$ cat config.mk
export PLATFORM = sky130hd
export DESIGN_NAME = morse_top
export DESIGN_NICKNAME = d
export VERILOG_FILES = /design/src/seg_pkg.sv /design/src/morse_pkg.sv /design/src/morse_top.sv /design/src/hex_ticker.sv /design/src/morse_decoder.sv /design/src/morse_keyer.sv /design/src/morse_tick_gen.sv
export VERILOG_INCLUDE_DIRS = /design/src
export SDC_FILE = /design/constraint.sdc
export NUM_CORES = 1
export LEC_CHECK = 0
export BUFFER_PORTS_ARGS = -buffer_cell sky130_fd_sc_hd__clkbuf_2
export CAP_MARGIN = 25
export CORE_MARGIN = 10
export CORE_UTILIZATION = 65
export CTS_CLUSTER_DIAMETER = 80
export DETAILED_ROUTE_END_ITERATION = 10
export HOLD_SLACK_MARGIN = 0.1
export PLACE_DENSITY = 0.93
export SYNTH_ARGS = -nofsm -noshare
export SYNTH_HDL_FRONTEND = slang
export SYNTH_SLANG_ARGS = --single-unit
$ cat constraint.sdc
create_clock -name CLOCK_50 -period 5.32 [get_ports CLOCK_50]
set_input_delay 1.064 -clock CLOCK_50 [delete_from_list [all_inputs] [get_ports CLOCK_50]]
set_output_delay 1.064 -clock CLOCK_50 [all_outputs]
set_load 0.005 [all_outputs]
$ cat src/morse_settings.svh
//////////////////////////////
// Timing thresholds and sizes for the Morse key decoder
// Tick divider, dash and gap limits, symbol and digit counts
//////////////////////////////
`ifndef MORSE_SETTINGS_SVH
`define MORSE_SETTINGS_SVH

// CLOCK_50 cycles per keying tick, about 84 ms
`define MORSE_TICK_DIV 4194304

// Press longer than this many ticks is a dash
`define MORSE_DASH_TICKS 4

// Release longer than this many ticks closes the letter
`define MORSE_GAP_TICKS 4

// Longest pattern kept per letter
`define MORSE_MAX_SYMBOLS 5

// Seven-segment digits on the board
`define HEX_DIGITS 6

`endif
$ cat src/seg_pkg.sv
//////////////////////////////
// Display types and the character font
//////////////////////////////
`include "morse_settings.svh"

package seg_pkg;

	// Active low, bit 0 = a ... bit 6 = g
	typedef logic [6:0] seg_t;

	// Element 0 drives HEX0
	typedef seg_t [`HEX_DIGITS-1:0] hex_bank_t;

	// Indexed by char code
	localparam seg_t FONT [37] = '{
		7'h40, 7'h79, 7'h24, 7'h30, 7'h19, // 0 1 2 3 4
		7'h12, 7'h02, 7'h78, 7'h00, 7'h10, // 5 6 7 8 9
		7'h08, 7'h03, 7'h46, 7'h21, 7'h06, // A b C d E
		7'h0E, 7'h42, 7'h09, 7'h4F, 7'h61, // F G H I J
		7'h0A, 7'h47, 7'h6A, 7'h2B, 7'h23, // K L M n o
		7'h0C, 7'h18, 7'h2F, 7'h12, 7'h07, // P q r S t
		7'h41, 7'h63, 7'h55, 7'h09, 7'h11, // U v W X y
		7'h24,                             // Z, drawn like 2
		7'h7F                              // Blank, all segments off
	};

endpackage

$ cat src/morse_pkg.sv
//////////////////////////////
// Keying and code types
// Pattern, symbol count, captured letter, char code, press mark
//////////////////////////////
`include "morse_settings.svh"

package morse_pkg;

	////////////////////////////// Keying

	// Bit i is symbol i in keying order, 1 = dash
	typedef logic [`MORSE_MAX_SYMBOLS-1:0] pattern_t;

	// 0 to 5 symbols held
	typedef logic [2:0] sym_count_t;

	// One captured letter, 8 bits
	typedef struct packed {
		pattern_t   pattern;
		sym_count_t count;
	} letter_t;

	////////////////////////////// Codes

	// 0..9 digits, 10..35 A..Z
	typedef logic [5:0] char_code_t;

	localparam char_code_t CHAR_BLANK = 6'd36; // Dark digit

	// Last press class, is_short lands on bit 0 like LEDR[0]
	typedef struct packed {
		logic is_long;
		logic is_short;
	} press_mark_t;

endpackage

$ cat src/morse_top.sv
//////////////////////////////
// Morse key decoder top level
//////////////////////////////
`include "morse_settings.svh"

module morse_top #(
	parameter int unsigned tick_div = `MORSE_TICK_DIV
) (
	input  logic                   CLOCK_50,
	input  logic                   rst_n,
	input  logic                   key,  // Button, active low
	output seg_pkg::hex_bank_t     hex,
	output morse_pkg::press_mark_t ledr  // Short/long of last press
);
	import morse_pkg::*;

	logic       tick;
	letter_t    letter;
	logic       letter_done;
	char_code_t code;
	logic       code_valid;

	// Keying clock enable
	morse_tick_gen #(
		.tick_div (tick_div)
	) u_tick_gen (
		.CLOCK_50 (CLOCK_50),
		.rst_n    (rst_n),
		.tick     (tick)
	);

	morse_keyer u_keyer (
		.CLOCK_50    (CLOCK_50),
		.rst_n       (rst_n),
		.tick        (tick),
		.key         (key),
		.letter      (letter),
		.letter_done (letter_done),
		.mark        (ledr)
	);

	morse_decoder u_decoder (
		.CLOCK_50    (CLOCK_50),
		.rst_n       (rst_n),
		.letter      (letter),
		.letter_done (letter_done),
		.code        (code),
		.code_valid  (code_valid)
	);

	// Newest letter on HEX0
	hex_ticker u_ticker (
		.CLOCK_50   (CLOCK_50),
		.rst_n      (rst_n),
		.code       (code),
		.code_valid (code_valid),
		.hex        (hex)
	);

endmodule

$ cat src/hex_ticker.sv
//////////////////////////////
// Six-digit scrolling display
// Code shift register and font lookup per digit
//////////////////////////////
`include "morse_settings.svh"

module hex_ticker (
	input  logic                  CLOCK_50,
	input  logic                  rst_n,
	input  morse_pkg::char_code_t code,
	input  logic                  code_valid,
	output seg_pkg::hex_bank_t    hex
);
	import morse_pkg::*;
	import seg_pkg::*;

	// Position 0 is newest, shown on HEX0
	char_code_t digits [`HEX_DIGITS];

	////////////////////////////// Shift

	always_ff @(posedge CLOCK_50) begin
		if (!rst_n) begin
			for (int i = 0; i < `HEX_DIGITS; i++)
				digits[i] <= CHAR_BLANK; // Dark display
		end else if (code_valid) begin
			// Oldest falls off HEX5
			for (int i = `HEX_DIGITS - 1; i > 0; i--)
				digits[i] <= digits[i-1];
			digits[0] <= code;
		end
	end

	////////////////////////////// Font

	always_comb begin
		for (int i = 0; i < `HEX_DIGITS; i++) begin
			if (digits[i] > CHAR_BLANK)
				hex[i] = FONT[CHAR_BLANK]; // Out of table
			else
				hex[i] = FONT[digits[i]];
		end
	end

endmodule

$ cat src/morse_decoder.sv
//////////////////////////////
// Pattern to character code lookup, registered
//////////////////////////////

module morse_decoder (
	input  logic                  CLOCK_50,
	input  logic                  rst_n,
	input  morse_pkg::letter_t    letter,
	input  logic                  letter_done,
	output morse_pkg::char_code_t code,
	output logic                  code_valid
);
	import morse_pkg::*;

	char_code_t lookup;

	// International Morse, bit 0 keyed first
	always_comb begin
		lookup = CHAR_BLANK; // Unmapped shapes go dark
		case (letter.count)
			3'd1: lookup = letter.pattern[0] ? 6'd29 : 6'd14; // T or E
			3'd2: begin
				case (letter.pattern[1:0])
					2'b10: lookup = 6'd10; // A
					2'b00: lookup = 6'd18; // I
					2'b11: lookup = 6'd22; // M
					2'b01: lookup = 6'd23; // N
				endcase
			end
			3'd3: begin
				case (letter.pattern[2:0])
					3'b000: lookup = 6'd28; // S
					3'b100: lookup = 6'd30; // U
					3'b001: lookup = 6'd13; // D
					3'b011: lookup = 6'd16; // G
					3'b101: lookup = 6'd20; // K
					3'b111: lookup = 6'd24; // O
					3'b010: lookup = 6'd27; // R
					3'b110: lookup = 6'd32; // W
				endcase
			end
			3'd4: begin
				case (letter.pattern[3:0])
					4'b0000: lookup = 6'd17; // H
					4'b0001: lookup = 6'd11; // B
					4'b0101: lookup = 6'd12; // C
					4'b0100: lookup = 6'd15; // F
					4'b1110: lookup = 6'd19; // J
					4'b0010: lookup = 6'd21; // L
					4'b0110: lookup = 6'd25; // P
					4'b1011: lookup = 6'd26; // Q
					4'b1000: lookup = 6'd31; // V
					4'b1001: lookup = 6'd33; // X
					4'b1101: lookup = 6'd34; // Y
					4'b0011: lookup = 6'd35; // Z
					default: lookup = CHAR_BLANK;
				endcase
			end
			3'd5: begin // Digits only
				case (letter.pattern)
					5'b11111: lookup = 6'd0;
					5'b11110: lookup = 6'd1;
					5'b11100: lookup = 6'd2;
					5'b11000: lookup = 6'd3;
					5'b10000: lookup = 6'd4;
					5'b00000: lookup = 6'd5;
					5'b00001: lookup = 6'd6;
					5'b00011: lookup = 6'd7;
					5'b00111: lookup = 6'd8;
					5'b01111: lookup = 6'd9;
					default:  lookup = CHAR_BLANK;
				endcase
			end
			default: lookup = CHAR_BLANK;
		endcase
	end

	// Strobe and code leave on the same edge
	always_ff @(posedge CLOCK_50) begin
		if (!rst_n)
			code_valid <= 1'b0;
		else
			code_valid <= letter_done;
	end

	always_ff @(posedge CLOCK_50) begin
		if (letter_done)
			code <= lookup;
	end

endmodule

$ cat src/morse_keyer.sv
//////////////////////////////
// Key timing FSM
// Classes presses, builds the pattern, closes letters on long gaps
//////////////////////////////
`include "morse_settings.svh"

module morse_keyer (
	input  logic                   CLOCK_50,
	input  logic                   rst_n,
	input  logic                   tick,
	input  logic                   key,         // Active low button
	output morse_pkg::letter_t     letter,
	output logic                   letter_done,
	output morse_pkg::press_mark_t mark
);
	import morse_pkg::*;

	// Press count saturates one past the dash limit
	localparam int PRESS_W = $clog2(`MORSE_DASH_TICKS + 2);
	localparam int GAP_W   = $clog2(`MORSE_GAP_TICKS + 2);

	localparam logic [PRESS_W-1:0] PRESS_MAX  = PRESS_W'(`MORSE_DASH_TICKS + 1);
	localparam logic [PRESS_W-1:0] DASH_LIMIT = PRESS_W'(`MORSE_DASH_TICKS);
	localparam logic [GAP_W-1:0]   GAP_LIMIT  = GAP_W'(`MORSE_GAP_TICKS);
	localparam sym_count_t         SYM_MAX    = sym_count_t'(`MORSE_MAX_SYMBOLS);

	typedef enum logic [1:0] {
		ST_IDLE,  // Waiting for first press
		ST_PRESS, // Key held
		ST_GAP    // Key released inside a letter
	} state_t;

	state_t             state;
	logic [PRESS_W-1:0] press_cnt;
	logic [GAP_W-1:0]   gap_cnt;
	pattern_t           pattern;
	sym_count_t         sym_cnt;
	logic               is_dash;
	logic               gap_end;
	logic               room;

	assign is_dash = (press_cnt > DASH_LIMIT);
	assign gap_end = (gap_cnt == GAP_LIMIT); // Next gap tick would pass the limit
	assign room    = (sym_cnt < SYM_MAX);    // Extra symbols dropped

	// Strobe sits on the letter-ending tick itself
	assign letter_done = tick & (state == ST_GAP) & key & gap_end;

	assign letter = '{pattern: pattern, count: sym_cnt};

	////////////////////////////// Control

	always_ff @(posedge CLOCK_50) begin
		if (!rst_n) begin
			state     <= ST_IDLE;
			press_cnt <= '0;
			gap_cnt   <= '0;
			sym_cnt   <= '0;
			mark      <= '0;
		end else if (tick) begin
			case (state)
				ST_IDLE: begin
					if (!key) begin // New letter
						state     <= ST_PRESS;
						press_cnt <= PRESS_W'(1);
						sym_cnt   <= '0;
					end
				end
				ST_PRESS: begin
					if (!key) begin
						if (press_cnt != PRESS_MAX)
							press_cnt <= press_cnt + 1'b1;
					end else begin // Release ends the symbol
						state         <= ST_GAP;
						gap_cnt       <= '0;
						mark.is_long  <= is_dash;
						mark.is_short <= ~is_dash;
						if (room)
							sym_cnt <= sym_cnt + 1'b1;
					end
				end
				ST_GAP: begin
					if (!key) begin // Same letter goes on
						state     <= ST_PRESS;
						press_cnt <= PRESS_W'(1);
					end else if (gap_end) begin
						state <= ST_IDLE; // Letter handed off
					end else begin
						gap_cnt <= gap_cnt + 1'b1;
					end
				end
				default: state <= ST_IDLE;
			endcase
		end
	end

	////////////////////////////// Pattern

	always_ff @(posedge CLOCK_50) begin
		if (tick) begin
			if (state == ST_IDLE && !key)
				pattern <= '0; // Fresh letter
			else if (state == ST_PRESS && key && room)
				pattern[sym_cnt] <= is_dash;
		end
	end

endmodule

$ cat src/morse_tick_gen.sv
//////////////////////////////
// Slow keying tick from CLOCK_50
//////////////////////////////
`include "morse_settings.svh"

module morse_tick_gen #(
	parameter int unsigned tick_div = `MORSE_TICK_DIV
) (
	input  logic CLOCK_50,
	input  logic rst_n,
	output logic tick
);

	// Counter wide enough for tick_div-1
	localparam int CW = (tick_div > 1) ? $clog2(tick_div) : 1;

	logic [CW-1:0] cnt;
	logic          wrap;

	assign wrap = (cnt == CW'(tick_div - 1)); // Last cycle of the period

	// Clock enable instead of a derived clock
	always_ff @(posedge CLOCK_50) begin
		if (!rst_n) begin
			cnt  <= '0;
			tick <= 1'b0;
		end else begin
			tick <= wrap; // One cycle wide
			if (wrap)
				cnt <= '0;
			else
				cnt <= cnt + 1'b1;
		end
	end

endmodule

**Word level (Yosys, flattened, before mapping)**

Memories as Yosys holds them, arrays and structs flattened. A register that Yosys moved wholly into a read port is not among the register bits.
Index checks and enable logic that the tools add are counted.
Widths: inputs -> output; s select.

- Flip-flop bits (word level): 48
- Memory bits (writable): 36
- ROM bits: 2992
- Input port bits: 3
- Output and inout port bits: 44
- Logic and storage cells: 157
- Memories kept: 10

- Add/subtract/negate cells: 4
- Magnitude comparators: 16
- Equal/unequal tests: 22
- Multiplexer cells: 58
- Bitwise logic cells: 17
- Reduce and logical (&&, ||, !) cells: 19

Memories:

| memory | depth | bits a word | read ports | clocked after memory_dff | write ports | line | source |
|---|---|---|---|---|---|---|---|
| (no name shown) | 64 | 7 | 1 | 0 | 0 | hex_ticker.sv:41 | `hex[i] = FONT[digits[i]];` |
| (no name shown) | 64 | 7 | 1 | 0 | 0 | hex_ticker.sv:41 |  |
| (no name shown) | 64 | 7 | 1 | 0 | 0 | hex_ticker.sv:41 |  |
| (no name shown) | 64 | 7 | 1 | 0 | 0 | hex_ticker.sv:41 |  |
| (no name shown) | 64 | 7 | 1 | 0 | 0 | hex_ticker.sv:41 |  |
| (no name shown) | 64 | 7 | 1 | 0 | 0 | hex_ticker.sv:41 |  |
| +4 memories | n/a | n/a | n/a | n/a | n/a | n/a |  |

Operators by type and width:

| operator | number |
|---|---|
| $mux 7 | 18 |
| $ge 7x7->1 const B | 6 |
| $not 6->7 | 6 |
| $gt 6x6->1 const B | 6 |
| $mux 6 | 6 |
| $mux 3 | 11 |
| $pmux 6 s5 | 1 |
| $pmux 6 s4 | 1 |
| $add 22x1->22 const B | 1 |
| $eq 22x22->1 const B | 1 |
| $mux 5 | 4 |
| $pmux 3 s2 | 3 |
| $reduce_and 5->1 | 3 |
| $ne 2x2->1 const B | 6 |
| $add 3x1->3 const B | 3 |
| $eq 3x3->1 const B | 3 |
| $mux 2 | 4 |
| $mux 4 | 2 |
| $reduce_bool 2->1 | 4 |
| $eq 2x2->1 const B | 3 |
| $eq 3x2->1 const B | 2 |
| $or 1x1->1 | 6 |
| $pmux 2 s3 | 1 |
| $bwmux 5 | 1 |
| 20 further kinds | 34 |

**Logic depth before layout (Yosys ltp)**

- Depth after elaboration: 8
- Gate-level depth with buffers: 10
- Depth with buffers taken out: 10

**Hierarchy**

From an unflattened synthesis, not the netlist that was laid out.

- Cells, all modules: 944
- Area, all modules: 7723.7 sq um

Modules (own cells, without submodules):

| module | times used | cells an instance | area each (sq um) | sequential area each (sq um) |
|---|---|---|---|---|
| hex_ticker | 1 | 604 | 4774.6 | 1081.0 |
| morse_keyer | 1 | 123 | 1108.6 | 410.4 |
| morse_tick_gen | 1 | 117 | 1046.0 | 460.4 |
| morse_decoder | 1 | 100 | 794.5 | 200.2 |

**Least setup slack after synthesis**

Ideal clock, no wire load.

- Path kind: input to register
- Start: in key
- End: reg (tool-made name)
- Setup time: 0.122 ns
- Data arrival time: 3.181 ns
- Data required time: 5.198 ns
- Setup slack: 2.017 ns
- Cell stages on the path: 9
- Buffers on the path: 2
- Cells stage by stage: buf_2 or4b_4 a21boi_4 buf_2 a2bb2oi_4 inv_1 ha_1 mux2_1 a221o_1

RTL lines:

| item | line | source |
|---|---|---|
| start, declared | morse_top.sv:11 | `input logic key,` |

==> results by group <==
Status
  • Outcome: finished clean

Pwr
  • Logic pwr share: 13.9%
  • VDD IR-drop max: 0.150 mV
  • Net Sw Power: 482 uW
  • Power Total: 1.84 mW
  • P_leak: 3.23 nW
  • Clk pwr share: 37.7%
  • Switching part of the total: 26.2%
  • Pwr/cell area: 224 mW/mm^2
  • Sequential share of power: 48.4%
  • P_int: 1.36 mW

GRT
  • Vias in the first global route: 6097
  • First-pass GRT wire length: 28.7 mm
  • Total track usage: 20.2%
  • Largest net degree at the start of global routing: 37
  • Global route total overflow: 0
  • Initial antenna violation count: 0

Final layout
  • Area of the multi-input gates: 0.00479 sq mm
  • P&R area growth vs syn: 6.19%
  • Finished Cell Area: 0.00820 sq mm
  • Ant diodes: 0
  • Layout cells sized above 1: 9.78%
  • Final nets: 988
  • Reg area: 0.00249 sq mm
  • Fillers: 888

Placement
  • Cell Area, Placed: 0.00788 sq mm
  • GP Congestion: 0.933
  • Setup WS pre-CTS: 1710 ps
  • Post-detail-place hpwl: 11.8 mm
  • Buffers added on ports: 46

Logic synthesis
  • Ys async rst share: 0%
  • Mapped Nets: 996
  • Cell count after synthesis: 933
  • Seq/Total Area, Yosys: 32.3%
  • Syn avg cell area: 8.28 sq um
  • Post-synth EDFFs: 47
  • Post-synthesis compound-gate area fraction: 23.2%
  • Mapped Area: 0.00772 sq mm
  • Post-synthesis xor/xnor area fraction: 2.38%
  • Simple-gate area share of the yosys netlist: 22.3%
  • Adder-Cell Fraction of Synth Area: 9.72%
  • Most used flip-flop cell after synthesis: dfxtp_1
  • Yosys top cell by area: edfxtp_1
  • Yosys warning count: 0
  • Top-area cell type share of the netlist area: 18.3%
  • Multiplexer share of the synthesized area: 4.41%
  • Distinct cell type count after synthesis: 73
  • Yosys reg bits: 101
  • Synth top area cells: edfxtp_1 (18%), dfxtp_1 (14%), ha_1 (9.7%)
  • Main combinational cell family by area after synthesis: compound AO/OA/AOI/OAI gates

Timing
  • Worst-margin pin slew: 897 ps
  • WHS: 495 ps
  • Slew HR: 39.7%
  • Post-route minimum period: 3540 ps
  • Setup violators final: 0
  • PnR worst setup slack: 1780 ps
  • Unrepaired setup endpoints after global routing: no
  • TNS Setup: 0 ps
  • Crit share post-route: 66.6%
  • Final Skew: 8.28 ps
  • Highest clock rate: 282 MHz
  • Final slew viol count: 0
  • Final Hold Vio Count: 0

Floorplanning
  • Die X: 129 microns
  • Rows: 39
  • DIE HEIGHT: 129 microns
  • Starting Density: 67.0%
  • Core box area: 0.0115 sq mm
  • Top Ports: 47
  • Die area: 0.0166 sq mm

Routing
  • Initial DRC count: 443
  • Drt drc: 0
  • WL/cell: 15.9 microns
  • Vias: 6860
  • Post-route ant nets: 0
  • Final wirelength: 17.1 mm
  • Pre-Repair DR Iteration Count: 7
  • Vias per cell: 6.39

Worst setup path
  • Startpoint types: register
  • Crit Path Max Fanout: 11
  • CP arrival: 2480 ps
  • Reg2reg setup slack: 2280 ps
  • Crit path kind: reg2out
  • Crit. End Element: primary output
  • CP Data Required Time: 4260 ps

Clock network
  • Max Root-Sink Buffers: 2
  • Clock Sinks: 101
  • Total CTS buffers: 9
  • Htree depth: 3
  • Worst-Skew Late Latency: 350 ps
  • Root buf cell: clkbuf_16
  • Setup Buffers After CTS: 0
  • Clock transition at path regs: 60 ps
  • Post-CTS Resized: 0
  • # hold bufs at CTS: 0
  • TritonCTS clock tree: built

Min path
  • Worst hold path type: reg2reg

Run
  • Max Cap Viol: 0
## stage by stage
step / utilization [%] / instances
finish: 71.2 / 1073
global route: 71.2 / 1073
CTS: 71.2 / 1073
detailed placement: 68.4 / 1057
global placement: 68.4 / 1057
floorplan: - / 933
## cell type report
cell class | count | share of cell area, %
Sequential cell | 101 | 30.4
Inverter | 48 | 2.20
Tap cell | 143 | 2.18
Clock inverter | 6 | 1.07
Timing Repair Buffer | 47 | 2.90
Multi-Input combinational cell | 718 | 58.5
Clock buffer | 10 | 2.79
## cell usage after synthesis (9+ instances only)
master	instances
a211oi_1	17
a21oi_1	71
a311oi_1	9
a31oi_1	14
and3_1	17
clkbuf_1	58
dfxtp_1	54
edfxtp_1	47
ha_1	60
inv_1	47
mux2i_1	25
nand2_1	68
nand2b_1	37
nand3_1	33
nor2_1	86
nor2b_1	16
nor3_1	30
o211ai_1	15
o21a_1	11
o21ai_0	50
o22a_1	12
or2_2	11
xnor2_1	11
xor2_1	10
## cell usage in the layout, fill, tap and decap left out, types with 7 or more instances in the layout
cell type and count:
clkbuf_2 46, mux2i_1 25, nor3_1 30, o211ai_1 15
nand2_1 68, clkbuf_16 9, dfxtp_1 54, o21a_1 11
a311oi_1 9, nor3b_1 7, o22a_1 12, nor2b_1 16
ha_1 60, o22ai_1 8, inv_1 47, xor2_1 10
o21ai_0 50, nand2b_1 36, a211oi_1 17, a21oi_1 71
nand3_1 33, xnor2_1 11, nor2_1 86, and3_1 17
a31oi_1 14, or2_2 11, edfxtp_1 47
## critical path, cell delays in order (launching register included)
cell and delay, ps:
edfxtp_1 570, inv_1 210, ha_1 420, nand2_1 110
a21oi_1 180, a31oi_1 70, o21ai_0 260, o21ai_0 170
clkbuf_2 150
## path summary, 6_finish.rpt
path / start / cells after the start / to
worst max-delay path: u_ticker.digits[0][0]$_SDFFCE_PN0P_ / 8 / hex[1]
worst min register to register: u_tick_gen.cnt[0]$_SDFF_PP0_ / 1 / u_tick_gen.cnt[0]$_SDFF_PP0_
worst max register to register: u_keyer.state[0]$_SDFFE_PN0P_ / 7 / register
worst min-delay path: u_tick_gen.cnt[0]$_SDFF_PP0_ / 1 / u_tick_gen.cnt[0]$_SDFF_PP0_
## power by group through the flow
| stage | clock network, mW | registers, mW | logic [mW] |
|---|---|---|---|
| 6_report | 0.693 | 0.889 | 0.256 |
| 5_1_grt | 0.731 | 0.895 | 0.287 |
| 4_1_cts | 0.701 | 0.887 | 0.256 |
| 3_5_place_dp | 0 | 0.904 | 0.252 |
| 3_3_place_gp | 0 | 0.903 | 0.246 |
| 2_1_floorplan | 0 | 0.860 | 0.220 |
## routing by layer
layer	GRT usage, %	vias to the layer above	part of all wire [%]
met5	0	-	0
met4	7.29	0	1.8
met3	4.44	32	7.2
met2	33.8	252	49
met1	25.1	3205	42
li1	-	3371	-
## cell families (layout without fill, tap and decap cells)
| group | after synthesis | in the layout |
|---|---|---|
| adders and majority gates | 60 | 60 |
| and+or+nand+nor | 340 | 340 |
| DFF | 101 | 101 |
| buffers and inverters | 114 | 111 |
| xor gates and xnor gates | 21 | 21 |
| muxes | 32 | 32 |
| AOI/OAI and AO/OA | 265 | 265 |
Power figures use the tool's default switching activity.
